File: src/rvv_pkg.sv
package rvv_pkg;

	localparam int VLEN      = 128;
	localparam int VLENB     = VLEN / 8;
	localparam int NUM_VREGS = 32;

	typedef logic [VLEN-1:0]  vreg_t;
	typedef logic [VLENB-1:0] vbe_t;
	typedef logic [4:0]       vaddr_t;
	typedef logic [8:0]       vl_t;   // up to 128 elements
	typedef logic [2:0]       sew_t;  // 0 = e8, 1 = e16, 2 = e32

	// major opcodes
	localparam logic [6:0] OPC_OP_V     = 7'b1010111;
	localparam logic [6:0] OPC_LOAD_FP  = 7'b0000111;
	localparam logic [6:0] OPC_STORE_FP = 7'b0100111;

	localparam logic [2:0] F3_OPIVV = 3'b000;
	localparam logic [2:0] F3_OPIVX = 3'b100;
	localparam logic [2:0] F3_OPIVI = 3'b011;
	localparam logic [2:0] F3_OPCFG = 3'b111;

	localparam logic [5:0] F6_VMV = 6'b010111;

	localparam logic [31:0] VTYPE_ILL = 32'h8000_0000; // vill only

	// operand source of a vector move
	localparam logic [1:0] MV_SRC_V = 2'd0;
	localparam logic [1:0] MV_SRC_X = 2'd1;
	localparam logic [1:0] MV_SRC_I = 2'd2;

	// sequencer states shared by the lsu and the move unit
	typedef enum logic [1:0] {
		ST_IDLE,
		ST_RUN,
		ST_DONE
	} seq_state_t;

endpackage

File: src/rvv_lsu.sv
module rvv_lsu import rvv_pkg::*; (
	input  logic        clk,
	input  logic        resetn,
	input  logic        start_load_i,
	input  logic        start_store_i,
	input  logic [31:0] pcpi_insn_i,
	input  logic [31:0] pcpi_rs1_i,
	input  vl_t         vl_i,
	input  sew_t        mem_sew_i,
	input  logic        mem_ready_i,
	input  logic [31:0] mem_rdata_i,
	input  vreg_t       vreg_rdata_i,
	output logic        ready_o,
	output logic        wait_o,
	output logic        mem_valid_o,
	output logic        mem_we_o,
	output logic [31:0] mem_addr_o,
	output logic [31:0] mem_wdata_o,
	output logic [3:0]  mem_wstrb_o,
	output vaddr_t      vreg_raddr_o,
	output logic        vreg_we_o,
	output vaddr_t      vreg_waddr_o,
	output vbe_t        vreg_wbe_o,
	output vreg_t       vreg_wdata_o
);
	seq_state_t  state;
	vl_t         idx;      // element counter
	logic        is_store;
	vaddr_t      vd;
	sew_t        sew;
	logic [31:0] base;

	logic        start;
	logic [7:0]  byte_off; // byte offset of the element within the group
	logic [31:0] elem_addr;
	logic [1:0]  lane;
	logic [3:0]  pos;
	logic [3:0]  emask;
	vaddr_t      cur_reg;
	vreg_t       rd_shift;
	logic [31:0] ld_word;

	assign start     = state == ST_IDLE && (start_load_i || start_store_i);
	assign byte_off  = 8'(idx) << sew;
	assign elem_addr = base + {24'b0, byte_off};
	assign lane      = elem_addr[1:0];
	assign pos       = byte_off[3:0];
	assign cur_reg   = vd + vaddr_t'(byte_off[7:4]);

	always_comb begin
		case (sew)
			3'd0:    emask = 4'b0001;
			3'd1:    emask = 4'b0011;
			default: emask = 4'b1111;
		endcase
	end

	always_ff @(posedge clk) begin
		if (!resetn) begin
			state <= ST_IDLE;
			idx   <= '0;
		end else begin
			case (state)
				ST_IDLE: begin
					if (start) begin
						state <= (vl_i == '0) ? ST_DONE : ST_RUN;
						idx   <= '0;
					end
				end
				ST_RUN: begin
					if (mem_ready_i) begin
						if (idx == vl_i - 1'b1)
							state <= ST_DONE;
						idx <= idx + 1'b1;
					end
				end
				default: state <= ST_IDLE;
			endcase
		end
	end

	always_ff @(posedge clk) begin
		if (start) begin
			is_store <= start_store_i;
			vd       <= pcpi_insn_i[11:7];
			sew      <= mem_sew_i;
			base     <= pcpi_rs1_i & ~((32'd1 << mem_sew_i) - 32'd1); // align down
		end
	end

	assign ready_o     = state == ST_DONE;
	assign wait_o      = state == ST_RUN;
	assign mem_valid_o = state == ST_RUN;
	assign mem_we_o    = mem_valid_o && is_store;
	assign mem_addr_o  = {elem_addr[31:2], 2'b00};

	// store path moves element bytes onto their lane
	assign vreg_raddr_o = cur_reg;
	assign rd_shift     = vreg_rdata_i >> {pos, 3'b000};
	assign mem_wdata_o  = rd_shift[31:0] << {lane, 3'b000};
	assign mem_wstrb_o  = mem_we_o ? emask << lane : 4'b0000;

	// load path writes only this element's bytes
	assign ld_word      = mem_rdata_i >> {lane, 3'b000};
	assign vreg_we_o    = state == ST_RUN && mem_ready_i && !is_store;
	assign vreg_waddr_o = vreg_we_o ? cur_reg : '0;
	assign vreg_wbe_o   = vreg_we_o ? vbe_t'(emask) << pos : '0;
	assign vreg_wdata_o = vreg_we_o ? vreg_t'(ld_word) << {pos, 3'b000} : '0;

endmodule

File: config.mk
export PLATFORM = sky130hd
export DESIGN_NAME = rvv_lsu
export DESIGN_NICKNAME = d
export VERILOG_FILES = /design/src/rvv_pkg.sv /design/src/rvv_lsu.sv
export SDC_FILE = /design/constraint.sdc
export NUM_CORES = 1
export LEC_CHECK = 0
export CELL_PAD_IN_SITES_DETAIL_PLACEMENT = 1
export CELL_PAD_IN_SITES_GLOBAL_PLACEMENT = 1
export CORE_ASPECT_RATIO = 0.75
export CORE_MARGIN = 10
export CORE_UTILIZATION = 40
export CTS_BUF_LIST = sky130_fd_sc_hd__clkbuf_4
export DETAILED_ROUTE_END_ITERATION = 8
export DONT_BUFFER_PORTS = 1
export PLACE_DENSITY = 0.84
export SKIP_CTS_REPAIR_TIMING = 1
export SLEW_MARGIN = 5
export SYNTH_ARGS = -nofsm -noshare
export SYNTH_HDL_FRONTEND = slang
export SYNTH_SLANG_ARGS = --single-unit
File: constraint.sdc
create_clock -name clk -period 7 [get_ports clk]
set_input_delay 0.7 -clock clk [delete_from_list [all_inputs] [get_ports clk]]
set_output_delay 0.7 -clock clk [all_outputs]
set_load 0.01 [all_outputs]
==> Yosys cells after proc, flatten, opt, wreduce, memory -nomap -nowiden <==
Index checks and enable logic that the tools add are counted.
{ "word_totals": {"output_inout_bits": 227, "word_cells": 53, "in_bits": 241, "ff_bits": 52} }
{ "classes": {"reduce_logical": 12, "bitwise_logic": 2, "shifts": 8, "eq_ne": 7, "n_addsub": 5, "n_mux": 13} }
{ "op_table": {"columns": ["op", "count"], "rows": [
  ["2-to-1 mux 128 bit", 1],
  ["<< shifter 32 x 7 -> 128 bit", 1],
  ["right shift 128 x 7 -> 32 bit", 1],
  ["adder 32 x 8 -> 32 bit", 1],
  ["AND 32 bit", 1],
  ["inverter 32 bit", 1],
  ["<< shifter 1 x 3 -> 32 bit (first input constant)", 1],
  ["<< shifter 32 x 5 -> 32 bit", 1],
  ["right shift 32 x 5 -> 32 bit", 1],
  ["subtractor 32 x 1 -> 32 bit (second input constant)", 1],
  ["2-to-1 mux 9 bit", 2],
  ["one-hot mux 9 bit (2 select lines)", 1],
  ["2-to-1 mux 16 bit", 1],
  ["<< shifter 4 x 4 -> 16 bit", 1],
  ["adder 9 x 1 -> 9 bit (second input constant)", 1],
  ["== test 9 bit", 1],
  ["logical NOT 9 bit", 1],
  ["subtractor 9 x 1 -> 9 bit (second input constant)", 1],
  ["2-to-1 mux 2 bit", 4],
  ["one-hot mux 4 bit (2 select lines)", 1],
  ["<< shifter 8 x 3 -> 8 bit", 1],
  ["AND reduction 3 bit", 2],
  ["adder 5 x 4 -> 5 bit", 1],
  ["2-to-1 mux 5 bit", 1],
  ["other kinds (14)", 18]
]} }

==> Depth between registers and ports, before layout <==
Gate-level depths: netlist of the first run.
{ "depth": {"depth_word": 5, "depth_mapped": 19, "depth_no_buf": 12} }

==> Worst setup path before layout of the first run <==
Ideal clock, no wire load.
{ "synth_timing": {"path_type": "reg2out", "startpoint": "reg sew[0]", "endpoint": "out vreg_wdata_o[48]", "stages_incl_launch_ff": 19, "required_time_ns": 6.300, "path_buffers": 9, "arrival_time_ns": 4.006, "slack_ns": 2.294, "path_cell_list": "edfxtp_1 buf_6 or4b_1 buf_2 clkinv_2 buf_6 buf_2 buf_2 ha_1 ha_1 clkbuf_1 buf_2 buf_2 nor2_1 clkbuf_1 nand3_1 nor2_1 a22oi_1 nor2_1"} }
{ "synth_between": {"elab_chain_len": 5} }
{ "synth_lines": {"columns": ["element", "line", "text"], "rows": [
  ["start: declaration", "rvv_lsu.sv:30", "sew_t sew;"],
  ["start signal: assignment", "rvv_lsu.sv:86", "sew <= mem_sew_i;"],
  ["<< shifter 8 x 3 -> 8 bit *", "rvv_lsu.sv:44", "assign byte_off = 8'(idx) << sew;"],
  ["adder 32 x 8 -> 32 bit", "rvv_lsu.sv:45", "assign elem_addr = base + {24'b0, byte_off};"],
  ["right shift 32 x 5 -> 32 bit", "rvv_lsu.sv:104", "assign ld_word = mem_rdata_i >> {lane, 3'b000};"],
  ["<< shifter 32 x 7 -> 128 bit *", "rvv_lsu.sv:108", "assign vreg_wdata_o = vreg_we_o ? vreg_t'(ld_word) << {pos, 3'b000} : '0;"],
  ["2-to-1 mux 128 bit *", "rvv_lsu.sv:108", null],
  ["end: declaration", "rvv_lsu.sv:24", "output vreg_t vreg_wdata_o"]
]} }
Every way passes the cells marked *; elsewhere a longest branch is shown, timed or not.

==> Final worst setup path of the first run <==
{ "layout_timing": {"startpoint": "reg sew[1]", "endpoint": "out vreg_wdata_o[56]"} }
The elaborated chain is that of the path after synthesis.

==> results of run 1 <==
## final timing paths
| kind | start | slack [ns] | endpoint |
|---|---|---|---|
| worst max register to register | state[0] | 4.78 | idx[8] |
| worst min register to register | state[1] | 0.52 | state[1] |
| worst max-delay path | sew[1] | 1.07 | vreg_wdata_o[56] |
| worst min-delay path | pcpi_rs1_i[21] | 0.39 | base[21] |
## state kept, by name, indices dropped and copies added, names as in the netlist
signal    count
base         32
idx           9
is_store      1
sew           3
state         2
vd            5
## routing by layer
metal  vias to the layer above  share of wire  track usage
met5                         -              0            0
met4                         0          0.040        0.114
met3                       123           0.12       0.0829
met2                       816           0.45        0.470
met1                      5992           0.39        0.373
li1                       5373              -            -
## placed cells by master (no fill, tap or decap), types with 7 or more instances in the layout
cell type  count
a31oi_1       33
a211oi_1      63
nand2b_1      14
dfxtp_1       11
mux2_2        17
nor3_1        13
edfxtp_1      41
nor2_1       187
and2_1        36
and3_1        33
o22ai_1       28
mux4_2        10
o21a_1        16
xor2_1        35
a21oi_2        7
nor4_1        10
o211ai_1       8
a221oi_1       8
mux2i_1       95
inv_1         19
a22oi_1       17
a311oi_1      12
o21ai_0       75
nand3_1       76
o21ai_1       12
a22o_1        14
ha_1          12
nand2_1      237
xnor2_1       19
buf_4         65
nor2b_1       25
a21oi_1      108
## logic make-up (layout without fill, tap and decap cells)
logic type	after synthesis	count (layout)	synth area share
compound gates	442	442	0.280
xor+xnor	54	54	0.0459
fa+ha+maj	17	17	0.0209
buf+inv	166	95	0.0794
flops	52	52	0.141
mux	124	124	0.136
other cells	1	3	0.000364
simple gates	670	670	0.297
## through the flow
step	worst slack (ns)	cell area (µm²)	std cells	hold WS (ns)
6_report	1.07	10600	1795	0.387
5_1_grt	0.760	10600	1795	0.353
4_1_cts	1.14	10600	1794	0.359
3_5_place_dp	1.62	10500	1786	0.495
3_3_place_gp	1.70	10500	1786	0.464
2_1_floorplan	2.29	10300	1527	0.443
## power by group
group          total [µW]  switching [µW]  internal, µW  leakage (µW)
combinational         587             398           190       0.00345
clock                 140             101          38.8     0.0000349
sequential            386            23.8           362      0.000496
total                1110             522           591       0.00398
## area by class of cell
cell class                      count  share of cell area
Antenna cell                        1            0.000236
Clock buffer                        5             0.00354
Clock inverter                      3             0.00177
Inverter                           21             0.00755
Multi-Input combinational cell   1309               0.762
Sequential cell                    52               0.137
Tap cell                          338              0.0399
Timing Repair Buffer               66              0.0479
==> impl_metrics.csv, run 1 <==
group,metric,value,unit
status,outcome,"finished clean",
logic_synthesis,yosys-top-cells-count,"238 x nand2_1, 188 x nor2_1, 108 x a21oi_1",
floorplan,core-area,25100,µm²
clock_tree,cts.sinks,52,
cells_and_area,register_area,1450,µm²
clock_tree,clock_path_buffers,2,
timing,skew,0.00757,ns
worst_hold_path,hold_path.class,"in2reg",
floorplan,die_w,205,µm
cells_and_area,final_nets,1711,
global_routing,grt_pass1_wl,77500,µm
cells_and_area,fillCellCount,3266,
logic_synthesis,ys_seq_elements,52,
worst_setup_path,cpMaxStageDelayCell,"ha_2",
global_routing,grt_usage,0.297,
clock_tree,numCtsBuffers,5,
global_routing,grt_max_degree,96,
logic_synthesis,yosysMostFrequentCell,"nand2_1",
clock_tree,cts.clk_slew.worst_paths,0.15,ns
timing,setup_violations,0,
cells_and_area,final_util,0.422,
floorplan,die_y,159,µm
worst_setup_path,slowest_delay,0.86,ns
clock_tree,cts_tree,"yes",
timing,min_period,5.93,ns
cells_and_area,drive_gt1_frac,0.0955,
routing,viasPerCell,6.85,
timing,finalSetupTns,0,ns
worst_setup_path,path_buf_inv,3,
timing,max_slew_margin,0.149,
routing,drt-total-wl,51900,µm
worst_setup_path,end_kind,"primary output",
timing,finalMaxSlewViolations,0,
timing,final_hold_viol_count,0,
power,power_leakage,0.00398,µW
logic_synthesis,yosysUniqueCellTypes,77,
worst_setup_path,path_depth,12,
logic_synthesis,synth_edf_count,41,
logic_synthesis,synth_ff_type,"edfxtp_1",
timing,period_share,0.847,
cells_and_area,multiInputGateArea,8080,µm²
power,cellPowerDensity,105,nW/µm²
place,io_buffers,0,
routing,drt_first_iter_violations,1349,
routing,vias,12300,
routing,first_pass_iters,6,
timing,rsz0062_at_grt,"no",
worst_hold_path,whs_path_depth,0,
floorplan,initial_utilization,0.409,
floorplan,dieArea,32600,µm²
routing,wl_per_cell,28.9,µm
worst_setup_path,start_kind,"flop",
timing,fmax,169,MHz
global_routing,first_global_vias,12300,
flow_run,max_cap_viol_count,0,
global_routing,antenna_found_initial,2,
logic_synthesis,netlist_instances,1526,
worst_setup_path,cp.arrival,5.23,ns
power,total_power,1110,µW
logic_synthesis,yosysTopAreaCell,"edfxtp_1",
worst_setup_path,cpLargestDelayFamily,"compound AO/OA/AOI/OAI gates",
clock_tree,clk_latency,0.39,ns
cells_and_area,area_delta_synth_final,2.96,%
clock_tree,h-tree-depth,2,
place,place_hpwl,39400,µm
logic_synthesis,syn_area_per_cell,6.75,µm²
timing,tightest_slew,1.27,ns
logic_synthesis,synth_seq_area_share,0.141,
floorplan,row_count,50,
floorplan,ios,468,
worst_setup_path,worstPathCellList,"or4b_4 > clkinv_2 > ha_2 > ha_2 > nor2b_1 > buf_4 > a22o_1 > o21ai_0 > nand2_1 > o21ai_0 > nor2_1 > buf_4",
worst_setup_path,crit_type,"reg2out",
place,gp_congestion,0.946,
routing,drcViolationCount,0,
clock_tree,root_buffer,"clkbuf_4",
logic_synthesis,syn-cell-area,10300,µm²
logic_synthesis,synthTopCellsByArea,"edfxtp_1 12%, mux2i_1 9.2%, nand2_1 8.7%",
worst_setup_path,path_max_fanout,46,
global_routing,grt.overflow.total,0,
logic_synthesis,synth-async-reset-ratio,0,
logic_synthesis,yosys_warnings,0,
logic_synthesis,synthDominantCellAreaShare,0.120,
worst_setup_path,reg2regPathDepth,6,
worst_setup_path,required,6.30,ns
power,ir_drop,158,µV
routing,antenna_left,0,
Note: power is estimated with default switching activity, not from simulation.
==> inputs of run 2 (changes only) <==
ABC_AREA = 1   (was unset)
CORE_UTILIZATION = 39   (was 40)
PLACE_DENSITY = 0.89   (was 0.84)
clock period = 4.9 ns   (was 7 ns; I/O delays follow)
==> run 2 against run 1 <==
  * Sequential power rose by 51%
  * Die area rose by 5.0%
  * Cell count rose by 26%
  * Core utilization decreased by 2.0 points
  * Clock power increased by 67%
  * Combinational power grew to 2.7 times the previous value
  * Register-to-register slack lost 2.0 ns
  * Total power is 120% higher
  * Sequential share of layout area shrank 0.23 points
  * Critical endpoint is now vreg_wdata_o[30]
  * Largest power group unchanged
==> impl_metrics.csv, run 2 <==
group,metric,value,unit
status,outcome,"finished clean",
routing,wl_per_cell,24.0,µm
timing,fmax,215,MHz
logic_synthesis,yosys-top-cells-count,"609 x nand2_1, 236 x nor2_1, 191 x inv_1",
clock_tree,cts.sinks,52,
routing,viasPerCell,6.06,
cells_and_area,final_nets,2157,
timing,min_period,4.65,ns
worst_hold_path,hold_path.class,"in2reg",
power,clockPowerShare,0.098,
power,seqPwrFrac,0.244,
routing,vias,13700,
place,gp_congestion,0.958,
logic_synthesis,syn_area_per_cell,5.37,µm²
routing,drt-total-wl,54100,µm
clock_tree,cts_tree,"yes",
global_routing,grt_usage,0.297,
logic_synthesis,yosys_warnings,0,
flow_run,max_cap_viol_count,0,
timing,finalSetupTns,0,ns
timing,worst_slack,0.249,ns
clock_tree,clk_latency,0.42,ns
logic_synthesis,synth_ff_type,"edfxtp_1",
timing,tightest_slew,1.00,ns
logic_synthesis,ys_seq_elements,52,
timing,period_share,0.949,
floorplan,row_count,52,
worst_setup_path,path_depth,18,
logic_synthesis,synthDominantCellAreaShare,0.215,
clock_tree,cts.clk_slew.worst_paths,0.21,ns
timing,rsz0062_at_grt,"no",
cells_and_area,drive_gt1_frac,0.0594,
power,p_comb_frac,0.658,
clock_tree,clock_path_buffers,2,
global_routing,grt_pass1_wl,81200,µm
power,power_leakage,0.00492,µW
worst_setup_path,path_common_cell,"nand2_1",
routing,drcViolationCount,0,
logic_synthesis,synth_seq_area_share,0.137,
timing,setup_violations,0,
worst_setup_path,cpLargestDelayFamily,"simple AND/OR/NAND/NOR gates",
floorplan,die_y,163,µm
cells_and_area,max_flop_register,"base",
power,swShare,0.570,
cells_and_area,final_common_cell,"nand2_1",
worst_setup_path,reg2regPathDepth,11,
cells_and_area,layout_common_cells,"608 x nand2_1, 236 x nor2_1, 191 x inv_1",
global_routing,grt.overflow.total,0,
worst_setup_path,path_max_fanout,42,
routing,first_pass_iters,5,
place,io_buffers,0,
worst_setup_path,end_kind,"primary output",
timing,final_hold_viol_count,0,
power,cellPowerDensity,222,nW/µm²
place,place_hpwl,43300,µm
floorplan,dieArea,34300,µm²
worst_setup_path,crit_type,"reg2out",
clock_tree,numCtsBuffers,5,
global_routing,first_global_vias,13200,
logic_synthesis,yosysMostFrequentCell,"nand2_1",
worst_setup_path,slowest_delay,0.54,ns
timing,skew,0.0347,ns
cells_and_area,area_delta_synth_final,1.65,%
global_routing,grt_max_degree,108,
cells_and_area,fillCellCount,3889,
worst_hold_path,whs_path_depth,0,
worst_setup_path,cp.arrival,4.16,ns
timing,max_slew_margin,0.331,
power,p_int,1030,µW
worst_setup_path,start_kind,"flop",
place,pre_cts_ws,0.550,ns
global_routing,antenna_found_initial,2,
worst_setup_path,cpMaxStageDelayCell,"edfxtp_1",
cells_and_area,reg_top3,"base x32, idx x9, vd x5",
worst_setup_path,worstPathCellList,"inv_2 > nand2_1 > nand2_1 > inv_2 > nor2_4 > clkinv_2 > nand2_1 > nand2_1 > inv_1 > ha_2 > buf_12 > nor2_4 > a21oi_1 > nand2_1 > o21ai_1 > o21ai_1 > or2_1 > nor2_1",
clock_tree,h-tree-depth,2,
logic_synthesis,synthTopCellsByArea,"nand2_1 22%, edfxtp_1 12%, nor2_1 8.3%",
logic_synthesis,syn-cell-area,10600,µm²
worst_setup_path,required,4.41,ns
cells_and_area,largest_reg_flops,32,
timing,finalMaxSlewViolations,0,
floorplan,initial_utilization,0.395,
logic_synthesis,synth-async-reset-ratio,0,
routing,antenna_left,0,
worst_setup_path,path_buf_inv,5,
logic_synthesis,yosysTopAreaCell,"nand2_1",
logic_synthesis,yosysUniqueCellTypes,51,
power,switching_power,1360,µW
floorplan,core-area,26900,µm²
clock_tree,root_buffer,"clkbuf_4",
logic_synthesis,netlist_instances,1974,
routing,drt_first_iter_violations,1453,
floorplan,die_w,210,µm
floorplan,ios,468,
power,ir_drop,230,µV
logic_synthesis,synth_edf_count,41,
[run 2: final timing paths]
kind | startpoint | to | slack [ns]
worst min-delay path | pcpi_rs1_i[11] | base[11] | 0.14
worst max-delay path | sew[0] | vreg_wdata_o[30] | 0.25
worst max register to register | state[0] | idx[7] | 2.74
worst min register to register | idx[8] | idx[8] | 0.50
[run 2: cell families (layout without fill, tap and decap cells)]
logic type | count (synthesis) | in the layout | share of synthesized area
compound gates | 422 | 422 | 0.231
xor+xnor | 33 | 33 | 0.0272
fa+ha+maj | 15 | 15 | 0.0184
buf+inv | 338 | 265 | 0.146
flops | 52 | 52 | 0.137
other cells | 1 | 3 | 0.000353
simple gates | 1113 | 1113 | 0.440
[run 2: layout make-up]
type                       instances  area, µm²  share of cell area
inverter                         204        769              0.0713
antenna                            1       2.50            0.000232
clock inverter                     3       27.5             0.00255
tap                              351        439              0.0407
sequential                        52       1450               0.135
clock buffer                       5       37.5             0.00348
multi-input combinational       1585       7630               0.708
timing repair buffer              53        427              0.0396
[run 2: per-layer routing]
metal | global-route usage | wire length [µm]
met1 | 0.379 | 22500
met5 | 0 | 17
met2 | 0.494 | 25100
met4 | 0.0870 | 1780
met3 | 0.0613 | 4720
[run 2: stage by stage]
step                utilization  hold slack [ns]  instances  power [µW]  area [µm²]
floorplan                     -            0.445       1975        1650       10600
global placement          0.398            0.463       2245        2070       10700
detailed placement        0.398            0.476       2245        2130       10700
CTS                       0.401            0.147       2253        2360       10800
global route              0.401            0.137       2254        2560       10800
finish                    0.401            0.141       2254        2390       10800
[run 2: worst reg2reg max path: cells and delay by family (launching register included)]
kind          cells  cell delay, ns
buf+inv           2            0.18
flops             1            0.44
simple gates      9            1.46
[run 2: power groups by stage]
stage               clock network [µW]  registers [µW]  logic [µW]
floorplan                            0             572        1080
global placement                     0             585        1480
detailed placement                   0             591        1540
CTS                                228             582        1550
global route                       244             588        1730
finish                             234             584        1580
